File: src/verilog/alloc_cfg_pkg.sv
`default_nettype none

package alloc_cfg_pkg;

    // ==================================================
    // Pool geometry
    // ==================================================

    // Entries in the whole buffer pool
    localparam int MAX_PTRS      = 256;
    localparam int PTR_WID       = $clog2(MAX_PTRS);

    // Top pointer bit picks one of the two slices
    localparam int SLICE_PTR_WID = PTR_WID - 1;

    // Search step size, one vector word per cycle
    localparam int WORD_WID      = 16;
    localparam int BIT_IDX_WID   = $clog2(WORD_WID);
    localparam int NUM_WORDS     = (MAX_PTRS / 2) / WORD_WID;

    // ==================================================
    // Pointer types
    // ==================================================

    typedef logic [PTR_WID-1:0]            ptr_t;
    typedef logic [SLICE_PTR_WID-1:0]      slice_ptr_t;
    typedef logic [$clog2(NUM_WORDS)-1:0]  word_idx_t;

endpackage

`default_nettype wire

File: src/verilog/alloc_ctrl_pkg.sv
`default_nettype none

package alloc_ctrl_pkg;

    // Slice control states
    // ST_INIT clears the vector one word per cycle
    // ST_SCAN walks the words looking for a clear bit
    // ST_HOLD presents a reserved pointer until taken
    typedef enum logic [1:0] {
        ST_INIT = 2'd0,
        ST_SCAN = 2'd1,
        ST_HOLD = 2'd2
    } slice_state_e;

endpackage

`default_nettype wire

File: src/verilog/alloc_slice_if.sv
`timescale 1ns/1ps
`default_nettype none

interface alloc_slice_if
    import alloc_cfg_pkg::*;
#(
    parameter type ptr_type = slice_ptr_t
) ();

    // Slice status
    logic    init_done;

    // Allocation channel
    logic    alloc_req;
    logic    alloc_rdy;
    ptr_type alloc_ptr;

    // Deallocation channel
    logic    dealloc_req;
    logic    dealloc_rdy;
    ptr_type dealloc_ptr;

    // Double free report, one cycle pulse
    logic    dealloc_err;
    ptr_type err_ptr;

    modport slice (
        input  alloc_req, dealloc_req, dealloc_ptr,
        output init_done, alloc_rdy, alloc_ptr,
        output dealloc_rdy, dealloc_err, err_ptr
    );

    modport merge (
        output alloc_req, dealloc_req, dealloc_ptr,
        input  init_done, alloc_rdy, alloc_ptr,
        input  dealloc_rdy, dealloc_err, err_ptr
    );

endinterface

`default_nettype wire
File: src/verilog/alloc_bv.sv
`timescale 1ns/1ps
`default_nettype none

module alloc_bv
    import alloc_cfg_pkg::*;
(
    input  logic clk,
    input  logic rst_n,

    // Status
    output logic init_done,

    // Allocation port
    input  logic alloc_req,
    output logic alloc_rdy,
    output ptr_t alloc_ptr,

    // Deallocation port
    input  logic dealloc_req,
    output logic dealloc_rdy,
    input  ptr_t dealloc_ptr,

    // Double free report
    output logic dealloc_err,
    output ptr_t err_ptr
);

    // Lower half of the pool, pointer top bit zero
    alloc_slice_if lo_if ();

    // Upper half of the pool, pointer top bit one
    alloc_slice_if hi_if ();

    alloc_bv_slice u_slice_lo (
        .clk   (clk),
        .rst_n (rst_n),
        .bus   (lo_if.slice)
    );

    alloc_bv_slice u_slice_hi (
        .clk   (clk),
        .rst_n (rst_n),
        .bus   (hi_if.slice)
    );

    // Single pool view over both slices
    alloc_bv_merge u_merge (
        .alloc_req   (alloc_req),
        .alloc_rdy   (alloc_rdy),
        .alloc_ptr   (alloc_ptr),
        .dealloc_req (dealloc_req),
        .dealloc_rdy (dealloc_rdy),
        .dealloc_ptr (dealloc_ptr),
        .dealloc_err (dealloc_err),
        .err_ptr     (err_ptr),
        .init_done   (init_done),
        .clk         (clk),
        .rst_n       (rst_n),
        .lo          (lo_if.merge),
        .hi          (hi_if.merge)
    );

endmodule

`default_nettype wire

File: src/verilog/alloc_bv_merge.sv
`timescale 1ns/1ps
`default_nettype none

module alloc_bv_merge
    import alloc_cfg_pkg::*;
(
    input  logic         alloc_req,
    output logic         alloc_rdy,
    output ptr_t         alloc_ptr,
    input  logic         dealloc_req,
    output logic         dealloc_rdy,
    input  ptr_t         dealloc_ptr,
    output logic         dealloc_err,
    output ptr_t         err_ptr,
    output logic         init_done,
    input  logic         clk,
    input  logic         rst_n,
    alloc_slice_if.merge lo,
    alloc_slice_if.merge hi
);

    // ==================================================
    // Allocation select
    // ==================================================

    // Round-robin bit, high favours the upper slice
    logic rr_hi;

    // Choice presented last cycle and not yet taken
    logic pick_vld;
    logic pick_hi;

    logic sel_hi;
    logic alloc_fire;

    // A presented pointer stays put until it is consumed
    always_comb begin
        if (pick_vld) begin
            sel_hi = pick_hi;
        end else if (lo.alloc_rdy && hi.alloc_rdy) begin
            sel_hi = rr_hi;
        end else begin
            sel_hi = hi.alloc_rdy;
        end
    end

    assign alloc_rdy  = lo.alloc_rdy | hi.alloc_rdy;
    assign alloc_fire = alloc_req & alloc_rdy;
    assign alloc_ptr  = sel_hi ? {1'b1, hi.alloc_ptr} : {1'b0, lo.alloc_ptr};

    // Only the chosen slice sees the request
    assign lo.alloc_req = alloc_req & ~sel_hi;
    assign hi.alloc_req = alloc_req & sel_hi;

    always_ff @(posedge clk) begin
        if (!rst_n) begin
            rr_hi    <= 1'b0;
            pick_vld <= 1'b0;
        end else begin
            if (alloc_fire) begin
                rr_hi <= ~rr_hi;
            end
            pick_vld <= alloc_rdy & ~alloc_req;
        end
    end

    always_ff @(posedge clk) begin
        pick_hi <= sel_hi;
    end

    // ==================================================
    // Deallocation steering
    // ==================================================

    logic dsel_hi;

    assign dsel_hi = dealloc_ptr[PTR_WID-1];

    assign lo.dealloc_req = dealloc_req & ~dsel_hi;
    assign hi.dealloc_req = dealloc_req & dsel_hi;
    assign lo.dealloc_ptr = dealloc_ptr[SLICE_PTR_WID-1:0];
    assign hi.dealloc_ptr = dealloc_ptr[SLICE_PTR_WID-1:0];

    assign dealloc_rdy = dsel_hi ? hi.dealloc_rdy : lo.dealloc_rdy;

    // ==================================================
    // Error merge and status
    // ==================================================

    // One slice accepts per edge, so pulses never overlap
    assign dealloc_err = lo.dealloc_err | hi.dealloc_err;
    assign err_ptr     = hi.dealloc_err ? {1'b1, hi.err_ptr} : {1'b0, lo.err_ptr};

    assign init_done = lo.init_done & hi.init_done;

endmodule

`default_nettype wire

File: src/verilog/alloc_bv_slice.sv
`timescale 1ns/1ps
`default_nettype none

module alloc_bv_slice
    import alloc_cfg_pkg::*;
    import alloc_ctrl_pkg::*;
(
    input  logic         clk,
    input  logic         rst_n,
    alloc_slice_if.slice bus
);

    // ==================================================
    // Storage and control state
    // ==================================================

    // One bit per pointer, set while allocated or reserved
    logic [WORD_WID-1:0]    words     [NUM_WORDS];
    logic [WORD_WID-1:0]    words_nxt [NUM_WORDS];

    slice_state_e           state;

    // Shared by the clear pass and the rotating search
    word_idx_t              word_idx;

    // Search result for the current word
    logic                   hit;
    logic [BIT_IDX_WID-1:0] hit_bit;
    logic                   scan_hit;

    // Deallocation decode
    logic                   dealloc_fire;
    word_idx_t              dealloc_word;
    logic [BIT_IDX_WID-1:0] dealloc_bit;
    logic                   dealloc_was_set;

    logic                   alloc_fire;

    // ==================================================
    // Handshakes and status
    // ==================================================

    assign alloc_fire   = bus.alloc_req & bus.alloc_rdy;
    assign dealloc_fire = bus.dealloc_req & bus.dealloc_rdy;

    assign bus.init_done   = (state != ST_INIT);
    assign bus.dealloc_rdy = (state != ST_INIT);

    // Reserved pointer is on offer for the whole hold
    assign bus.alloc_rdy   = (state == ST_HOLD);

    // Upper bits pick the word, lower bits the bit in it
    assign {dealloc_word, dealloc_bit} = bus.dealloc_ptr;
    assign dealloc_was_set = words[dealloc_word][dealloc_bit];

    // ==================================================
    // Free search
    // ==================================================

    // Priority pick of the lowest clear bit
    always_comb begin
        hit     = 1'b0;
        hit_bit = '0;
        // Walk downwards so lower bits overwrite higher ones
        for (int b = WORD_WID - 1; b >= 0; b--) begin
            if (!words[word_idx][b]) begin
                hit     = 1'b1;
                hit_bit = BIT_IDX_WID'(b);
            end
        end
    end

    assign scan_hit = (state == ST_SCAN) & hit;

    // ==================================================
    // Vector update
    // ==================================================

    always_comb begin
        for (int w = 0; w < NUM_WORDS; w++) begin
            words_nxt[w] = words[w];
            if (state == ST_INIT) begin
                // Clear pass, one word per cycle
                if (word_idx == word_idx_t'(w)) begin
                    words_nxt[w] = '0;
                end
            end else begin
                if (dealloc_fire && dealloc_word == word_idx_t'(w)) begin
                    words_nxt[w][dealloc_bit] = 1'b0;
                end
                // Reservation applied last so a fresh pick is never lost
                if (scan_hit && word_idx == word_idx_t'(w)) begin
                    words_nxt[w][hit_bit] = 1'b1;
                end
            end
        end
    end

    always_ff @(posedge clk) begin
        for (int w = 0; w < NUM_WORDS; w++) begin
            words[w] <= words_nxt[w];
        end
    end

    // ==================================================
    // Control FSM
    // ==================================================

    always_ff @(posedge clk) begin
        if (!rst_n) begin
            state    <= ST_INIT;
            word_idx <= '0;
        end else begin
            case (state)
                ST_INIT: begin
                    word_idx <= word_idx + 1'b1;
                    // Last word cleared, index wraps back to zero
                    if (word_idx == word_idx_t'(NUM_WORDS - 1)) begin
                        state <= ST_SCAN;
                    end
                end
                ST_SCAN: begin
                    // Always step on so the next search starts elsewhere
                    word_idx <= word_idx + 1'b1;
                    if (hit) begin
                        state <= ST_HOLD;
                    end
                end
                ST_HOLD: begin
                    if (alloc_fire) begin
                        state <= ST_SCAN;
                    end
                end
                default: begin
                    state <= ST_INIT;
                end
            endcase
        end
    end

    // Pointer captured together with its reservation
    always_ff @(posedge clk) begin
        if (scan_hit) begin
            bus.alloc_ptr <= {word_idx, hit_bit};
        end
    end

    // ==================================================
    // Double free report
    // ==================================================

    always_ff @(posedge clk) begin
        if (!rst_n) begin
            bus.dealloc_err <= 1'b0;
        end else begin
            bus.dealloc_err <= dealloc_fire & ~dealloc_was_set;
        end
    end

    always_ff @(posedge clk) begin
        if (dealloc_fire) begin
            bus.err_ptr <= bus.dealloc_ptr;
        end
    end

endmodule

`default_nettype wire

File: config.mk
export PLATFORM = sky130hd
export DESIGN_NAME = alloc_bv
export DESIGN_NICKNAME = d
export VERILOG_FILES = /design/src/verilog/alloc_cfg_pkg.sv /design/src/verilog/alloc_ctrl_pkg.sv /design/src/verilog/alloc_slice_if.sv /design/src/verilog/alloc_bv.sv /design/src/verilog/alloc_bv_merge.sv /design/src/verilog/alloc_bv_slice.sv
export SDC_FILE = /design/constraint.sdc
export NUM_CORES = 1
export LEC_CHECK = 0
export CAP_MARGIN = 20
export CORE_MARGIN = 5
export CORE_UTILIZATION = 55
export CTS_CLUSTER_DIAMETER = 30
export DETAILED_ROUTE_END_ITERATION = 10
export DONT_BUFFER_PORTS = 1
export GPL_TIMING_DRIVEN = 1
export PLACE_DENSITY_LB_ADDON = 0.3
export SLEW_MARGIN = 20
export SYNTH_ARGS = -nofsm -noshare
export SYNTH_HDL_FRONTEND = slang
export SYNTH_HIERARCHICAL = 1
export SYNTH_SLANG_ARGS = --single-unit
File: constraint.sdc
create_clock -name clk -period 3.69 [get_ports clk]
set_input_delay 0.738 -clock clk [delete_from_list [all_inputs] [get_ports clk]]
set_output_delay 0.738 -clock clk [all_outputs]
set_load 0.1 [all_outputs]
# [Word level (Yosys, flattened, before mapping)]
# Memory sizes are Yosys's and may differ from the RTL's. A register that Yosys moved wholly into a read port is not among the register bits.
# Index checks and enable logic that the tools add are counted.
[word_totals] ff_bits=43 mem_bits_rw=256 memories=2
[mem_list] memory="u_slice_hi.words" words=8 width=16 rd=10 rd_ports_with_merged_regs=1 wr=8 line="alloc_bv_slice.sv:18" source="logic [WORD_WID-1:0] words [NUM_WORDS];"
[mem_list] memory="u_slice_lo.words" words=8 width=16 rd=10 rd_ports_with_merged_regs=1 wr=8 line="alloc_bv_slice.sv:18"
[classes] addsub=2 n_lt_le_gt_ge=6 n_eq_ne=31 mux=171 bitwise_logic=56 reduce_logical=47
[ops] cell="$mux W16" count=80
[ops] cell="$and A16 B16 Y16" count=16
[ops] cell="$or A16 B16 Y16" count=16
[ops] cell="$mux W4" count=32
[ops] cell="$mux W1" count=40
[ops] cell="$eq A3 B3 Y1 const B" count=12
[ops] cell="$logic_and A1 B1 Y1" count=36
[ops] cell="$eq A3 B2 Y1 const B" count=6
[ops] cell="$mux W8" count=2
[ops] cell="$not A16 Y16" count=1
[ops] cell="$and A1 B1 Y1" count=15
[ops] cell="$lt A4 B5 Y1 const B" count=3
[ops] cell="$demux W1 S4" count=3
[ops] cell="$ge A4 B1 Y1 const B" count=3
[ops] cell="$mux W2" count=6
[ops] cell="$mux W3" count=4
[ops] cell="$pmux W2 S3" count=2
[ops] cell="$eq A3 B1 Y1 const B" count=3
[ops] cell="$logic_not A3 Y1" count=3
[ops] cell="$bmux W1 S4" count=2
[ops] cell="$ne A2 B2 Y1 const B" count=4
[ops] cell="$add A3 B1 Y3 const B" count=2
[ops] cell="$not A1 Y1" count=6
[ops] cell="$reduce_and A3 Y1" count=2
[ops] cell="other kinds (7)" count=14

# [Longest topological paths before layout]
# Gate-level depths: netlist of run 1.
[depth] depth_word=23 ltp_mapped=14 mapped_depth_nobuf=8

# [Hierarchy]
# The synthesis of run 1 kept the hierarchy.
[by_module_without_submodules] mod="alloc_bv_slice at u_slice_lo" instances=1 cells_per_inst=829 area_each_um2=10067.2
[by_module_without_submodules] mod="alloc_bv_slice at u_slice_hi" instances=1 cells_per_inst=792 area_each_um2=9542.9
[by_module_without_submodules] mod="alloc_bv_merge" instances=1 cells_per_inst=51 area_each_um2=459.2

# [Worst setup path before layout of run 1]
# Ideal clock, no wire load.
[synth_path] path_kind="input to register" startpoint="in dealloc_ptr[4]" endpoint="reg u_slice_lo.bus.dealloc_err" setup_time_ns=0.114 arrival_time_ns=3.169 required_ns=3.576 setup_slack_ns=0.406 cell_stages=8 cell_sequence="buf_4 buf_2 buf_1 mux4_2 mux4_2 mux2i_1 nor3_1 a2111oi_0"
[synth_between] elab_chain_cells=5
[synth_lines] element="from (decl)" line="alloc_bv.sv:21" source="input ptr_t dealloc_ptr,"
[synth_lines] element="$mem_v2 Z8 W16"
[synth_lines] element="$bmux W1 S4" line="alloc_bv_slice.sv:54" source="assign dealloc_was_set = words[dealloc_word][dealloc_bit];"
[synth_lines] element="$mux W1 (not written as such)" line="alloc_bv_slice.sv:54"
[synth_lines] element="$not A1 Y1" line="alloc_bv_slice.sv:156" source="bus.dealloc_err <= dealloc_fire & ~dealloc_was_set;"
[synth_lines] element="$and A1 B1 Y1" line="alloc_bv_slice.sv:156"
[synth_lines] element="to (signal assigned)" line="alloc_bv_slice.sv:156"
[synth_lines] element="to (decl)" line="alloc_slice_if.sv:30" source="output dealloc_rdy, dealloc_err, err_ptr"
# Every way passes these cells. The select of a mux whose other input is x is not followed.
# A chain may end at the register's enable or synchronous reset.

==> results.txt, run 1 <==
drt pass-1 iters: 6
post-layout util: 64.0%
Worst Tran Pin Value: 1.19 ns
relative slew slack: 20.5%
CP Launch Type: flip-flop
largest net degree at the start of global routing: 88
vias in the first global route: 17.0k
crit-path max FO: 42
internal cell power: 9.51 mW
drt initial violations: 2528
H-tree depth: 3
Setup Fix Bufs, Post-CTS: 0
Area Overhead vs Synth: 15.9%
Post-synth EDFFs: 284
Die W: 201 um
worst hold stages: 0
sequential fraction of the synthesis area: 44.6%
Syn Area/Cell: 12.0 sq um
Final Max Tran Viols: 0
antenna violations before repair: 1
status: complete, no violations
Final Setup Violations: 0
Setup TNS: 0 ns
Worst EP required: 4.09 ns
die area: 0.0404 sq mm
Net Sw Frac: 26.9%
layout cells sized above 1: 24.8%
Setup Crit Path Kind: flip-flop to flip-flop
DRT antenna net count: 0
Final min period: 3.56 ns
Leak: 7.27 nW
top area cells in the synthesized netlist: edfxtp_1 (42%), mux4_2 (15%), o211ai_1 (7.4%)
starting density of the core: 55.2%
leading area contributor after synthesis: edfxtp_1
core area: 0.0363 sq mm
ANT cells: 0
Synth Cell Area: 0.0201 sq mm
Clk network pwr share: 54.6%
TritonCTS Buffers: 80
global-route wire length before repair: 106000 um
HPWL Detailed: 46200 um
Crit path arrival time: 3.95 ns
Reg2Reg Depth: 8
clk sink count: 305
Via Count: 17.2k
max_cap viols: 0
final hold violations: 0
vias per inst: 7.78
synth unique cells: 84
Port Buffer Count: 0
DR WL/cell: 32.1 um
Clock Skews: 0.0196 ns
Crit. End Element: flip-flop
final wirelength: 71000 um
Net Count, Synth: 1696
worst vdd ir: 0.449 mV
sequential share of power: 32.3%
Clock Latency Late Sink: 0.59 ns
Comb power frac: 13.2%
height of the die: 201 um
RePlAce Congestion: 1.01
Post-synth top flop: edfxtp_1
area share of the largest cell type after synthesis: 42.5%
CTS Buffer Depth: 3
period utilisation layout: 96.4%
CTS tree: yes
CTS Hold Bufs: 0
pwr/cell area: 560 mW/mm^2
Psw: 3.50 mW
clock root cell: clkbuf_16
fmax: 281 MHz
IO Count: 32
Syn Inst Count: 1672
FP Rows: 70
ys async rst share: 0%
Clk pin slew, worst setup/hold paths: 0.04 ns
# resized after CTS: 0
nets: 1703
total grt overflow: 0
worst hold path class: input pin to flip-flop
Seq cells post-synth: 305
Yosys warning total: 6
unrepaired setup endpoints after global routing: false
DRC Markers: 0
GRT Total Usage: 34.1%
## kinds of logic after synthesis
family,Yosys count,synth area share (%)
compound gates,572,20.2
simple gates,407,10.6
flops,305,44.6
mux,202,19.2
buf+inv,171,4.50
fa+ha+maj,12,0.748
xor+xnor,3,0.131
## power groups by stage
stage               Combinational, mW  Sequential [mW]  Clock [mW]
global route                     1.77             4.21        7.36
global placement                 1.63             4.24           0
detailed placement               1.65             4.25           0
floorplan                        1.27             4.12           0
finish                           1.71             4.20        7.10
CTS                              1.66             4.19        7.15
## placed cells by master, fill, tap and decap left out, types with 26 or more instances in the layout
master	Yosys	layout
edfxtp_1	284	284
nand4_1	32	32
clkbuf_16	0	82
buf_4	30	66
nor2_1	27	26
o31ai_1	29	29
a32o_1	35	35
o211ai_1	198	198
mux2_2	28	28
mux4_2	137	137
mux2i_1	29	29
o21ai_0	168	168
nand2_1	154	154
nor2b_1	40	40
nand3_1	44	44
and2_1	28	28
a21oi_1	30	29
## layout make-up
| cell class | count | area [sq um] |
|---|---|---|
| Tap cell | 468 | 586 |
| Clock inverter | 58 | 658 |
| Fill cell | 2674 | 13100 |
| Timing Repair Buffer | 72 | 616 |
| Inverter | 24 | 91.3 |
| Clock buffer | 92 | 2120 |
| Sequential cell | 305 | 8950 |
| Multi-Input combinational cell | 1196 | 10200 |
## layer usage
layer	routed length, um	track usage (%)	part of all wire [%]
met1	23500	41.2	33
met4	5770	23.1	8.1
met5	0	0	0
met3	8730	8.29	12
met2	33000	54.3	47
## worst max-delay path, stage by stage, from the launching register on
cell and delay [ns]:
dfxtp_2 0.57, buf_12 0.28, mux4_2 0.33, mux2i_1 0.25, a211oi_1 0.08, or4_1 0.47, o211a_4 0.30, or3_1 0.70
o31ai_1 0.39
## through the flow
stage / instances / setup slack (ns) / instance area (sq um) / hold slack, ns / total power [mW]
floorplan: 1672 / 0.406 / 20100 / 0.435 / 5.39
global placement: 2065 / 0.337 / 20500 / 0.510 / 5.87
detailed placement: 2065 / 0.251 / 20500 / 0.515 / 5.90
CTS: 2215 / 0.209 / 23300 / 0.237 / 13.0
global route: 2215 / 0.0448 / 23300 / 0.233 / 13.3
finish: 2215 / 0.134 / 23300 / 0.254 / 13.0
## sequential cells by signal, indices dropped and copies added (netlist names), named ones only
| signal | cells |
|---|---|
| u_slice_lo/words | 128 |
| u_slice_lo/bus.alloc_ptr | 7 |
| u_slice_lo/word_idx | 3 |
| u_merge/pick_vld | 1 |
| u_merge/rr_hi | 1 |
| u_slice_hi/words | 128 |
| u_slice_hi/bus.alloc_ptr | 7 |
| u_slice_hi/word_idx | 3 |
| u_slice_lo/bus.dealloc_err | 1 |
| u_slice_lo/bus.err_ptr | 7 |
| u_slice_lo/state | 2 |
| u_slice_hi/state | 2 |
| u_slice_hi/bus.err_ptr | 7 |
| u_merge/pick_hi | 1 |
| u_slice_hi/bus.dealloc_err | 1 |
## final timing paths
check | endpoint | startpoint | slack [ns]
worst max register to register | u_slice_lo/words[3][6] | flip-flop | 0.13
worst max-delay path | u_slice_lo/words[3][6] | flip-flop | 0.13
worst min-delay path | u_slice_hi/bus.err_ptr[2] | dealloc_ptr[2] | 0.25
worst min register to register | u_slice_hi/bus.alloc_ptr[5] | u_slice_hi/word_idx[1] | 0.54
## cells in the mapped netlist (6+ instances only)
master      n
a32oi_1     6
inv_1      21
o21ai_0   168
ha_1       12
buf_1       8
o21ai_2     9
o211ai_1  198
o22ai_1    17
o21a_1      6
o21ai_1    15
mux2i_1    29
buf_2      23
nand3b_1   13
nand2_1   154
clkbuf_1   71
and3_1     12
nand2b_1    8
mux4_2    137
nand3_1    44
a21oi_1    30
nor3_1      8
buf_4      30
edfxtp_1  284
nor2_1     27
dfxtp_1    21
a32o_1     35
and2_1     28
mux2_2     28
nor3_2      7
o31ai_1    29
buf_6      13
nand4_1    32
nor2b_1    40
o31ai_2    11
nor4_1      7
Note: power is estimated with default switching activity, not from simulation.
==> run 2, diff against run 1 <==
--- a/config.mk
+++ b/config.mk
@@ -6,6 +6,7 @@
 export NUM_CORES = 1
 export LEC_CHECK = 0
 export CAP_MARGIN = 20
+export CORE_ASPECT_RATIO = 0.9
 export CORE_MARGIN = 5
 export CORE_UTILIZATION = 55
 export CTS_CLUSTER_DIAMETER = 30
==> run 2 against run 1 <==
Register-to-register slack improved by 0.05 ns; worst setup slack improved by 0.048 ns; hold slack improved by 0.0032 ns; first-iteration DRC count rose by 33%; clock skew rose by 0.0092 ns; global-route usage rose by 1.4 points; combinational power barely moved; via count rose by 1.5%; sequential cell count did not move; utilization rose by 0.080 points; design area fell by 0.59%; total power fell by 4.2%; critical path type unchanged; largest cell class unchanged; highest routed layer is now met5.
==> results.txt, run 2 (synthesis results as in run 1) <==
Multi-input gate area: 0.0103 sq mm
Worst EP required: 3.99 ns
DRT antenna net count: 0
Tot Pwr: 12.5 mW
Port Buffer Count: 0
HPWL Detailed: 47300 um
CP Launch Type: flip-flop
most common cell after layout, fill and taps aside: edfxtp_1
CTS tree: yes
drt pass-1 iters: 6
Die W: 211 um
fmax: 285 MHz
setup ws final: 0.182 ns
Worst Tran Pin Value: 1.18 ns
vias per inst: 7.89
crit-path max FO: 17
Reg area: 0.00896 sq mm
hold path startpoint: dealloc_ptr[3]
final wirelength: 72400 um
RePlAce Congestion: 1.01
status: complete, no violations
Via Count: 17.5k
Final Setup Violations: 0
Clock Skews: 0.0288 ns
starting density of the core: 55.6%
GRT Total Usage: 35.4%
height of the die: 191 um
Setup TNS: 0 ns
DRC Markers: 0
core area: 0.0361 sq mm
worst vdd ir: 0.361 mV
most frequent cells in the layout: edfxtp_1 (284), o211ai_1 (198), o21ai_0 (168), nand2_1 (151), mux4_2 (137)
worst hold stages: 0
final hold violations: 0
Place WS: 0.0208 ns
Leak: 7.23 nW
Worst Hold Endpoint: u_slice_hi/bus.err_ptr[3]
Final min period: 3.51 ns
reg-to-reg slack, setup: 0.18 ns
nets: 1705
period utilisation layout: 95.1%
CTS Hold Bufs: 0
max_cap viols: 0
DR WL/cell: 32.7 um
layout cells sized above 1: 25.1%
worst hold path class: input pin to flip-flop
Setup Crit Path Kind: flip-flop to flip-flop
H-tree depth: 3
clk sink count: 305
Clk pin slew, worst setup/hold paths: 0.05 ns
FP Rows: 66
biggest regs: u_slice_hi/words (128), u_slice_lo/words (128)
vias in the first global route: 17.0k
pwr/cell area: 539 mW/mm^2
antenna violations before repair: 2
CTS Buffer Depth: 3
die area: 0.0404 sq mm
drt initial violations: 3368
Reg2Reg Depth: 7
Reg2Reg Capture Point: u_slice_lo/words[7][12]
Final Max Tran Viols: 0
total grt overflow: 0
clock root cell: clkbuf_16
Crit path arrival time: 3.81 ns
largest net degree at the start of global routing: 108
relative slew slack: 20.7%
unrepaired setup endpoints after global routing: false
IO Count: 32
Crit. End Element: flip-flop
Setup Fix Bufs, Post-CTS: 0
Area Overhead vs Synth: 15.2%
Clock Latency Late Sink: 0.59 ns
TritonCTS Buffers: 72
ANT cells: 0
global-route wire length before repair: 108000 um
Fill cells: 2722
-- run 2: cell types whose count changed in the layout (fill, tap and decap cells not counted), moves of 2 or more --
| cell | previous run | this run |
|---|---|---|
| buf_12 | 6 | 9 |
| buf_4 | 66 | 73 |
| clkbuf_1 | 7 | 5 |
| clkbuf_16 | 82 | 76 |
| clkinv_1 | 12 | 7 |
| clkinv_2 | 6 | 15 |
| clkinv_8 | 3 | 1 |
| clkinvlp_4 | 14 | 7 |
| inv_6 | 4 | 2 |
| nand2_1 | 154 | 151 |
| nand2_2 | 2 | 5 |
-- run 2: layer usage --
metal,share of wire [%],global-route usage (%),up-vias
met1,37,50.8,8467
met2,41,48.7,1797
met4,4.0,13.1,2
met3,18,14.2,268
li1,-,-,6945
met5,0.017,0,-
-- run 2: cell type report --
cell class,count,area share [%]
inverter,24,0.400
sequential,305,38.7
timing repair buffer,82,3.15
clock inverter,47,2.24
tap,476,2.58
clock buffer,85,8.55
multi-input combinational,1196,44.3
-- run 2: what timing repair did --
action | in CTS | in global routing
setup endpoints to repair | 1 | 5
gates resized for setup | 1 | 1
pin swaps | 0 | 0
-- run 2: worst max path at each step --
stage	slack, ns	depth (start not counted)	endpoint	startpoint
3_3_place_gp	0.20	8	u_slice_hi/words[5][14]	flip-flop
2_1_floorplan	0.41	8	u_slice_lo/bus.dealloc_err	dealloc_ptr[4]
6_report	0.18	7	u_slice_lo/words[7][12]	flip-flop
4_1_cts	0.23	8	u_slice_hi/words[0][14]	flip-flop
3_5_place_dp	0.02	8	u_slice_hi/words[0][14]	flip-flop
5_1_grt	0.04	8	u_slice_lo/words[6][5]	flip-flop
-- run 2: stage by stage --
step / cell area, sq um / hold slack [ns] / instances / util, %
2_1_floorplan: 20100 / 0.435 / 1672 / -
3_3_place_gp: 20600 / 0.521 / 2083 / 57.1
3_5_place_dp: 20600 / 0.528 / 2083 / 57.1
4_1_cts: 23100 / 0.241 / 2215 / 64.0
5_1_grt: 23100 / 0.237 / 2215 / 64.1
6_report: 23100 / 0.257 / 2215 / 64.1
-- run 2: where the power goes --
| part | leakage, nW | internal, mW | switching (mW) |
|---|---|---|---|
| registers | 2.89 | 3.99 | 0.222 |
| clock network | 1.21 | 4.44 | 2.08 |
| logic | 3.13 | 0.672 | 1.06 |
-- run 2: critical path: stages (launching register included) --
cell	delay (ns)
dfxtp_2	0.65
buf_4	0.32
a32oi_1	0.13
mux4_2	0.57
nor3_2	0.50
nand4_1	0.38
nand2_1	0.47
o21ai_0	0.18
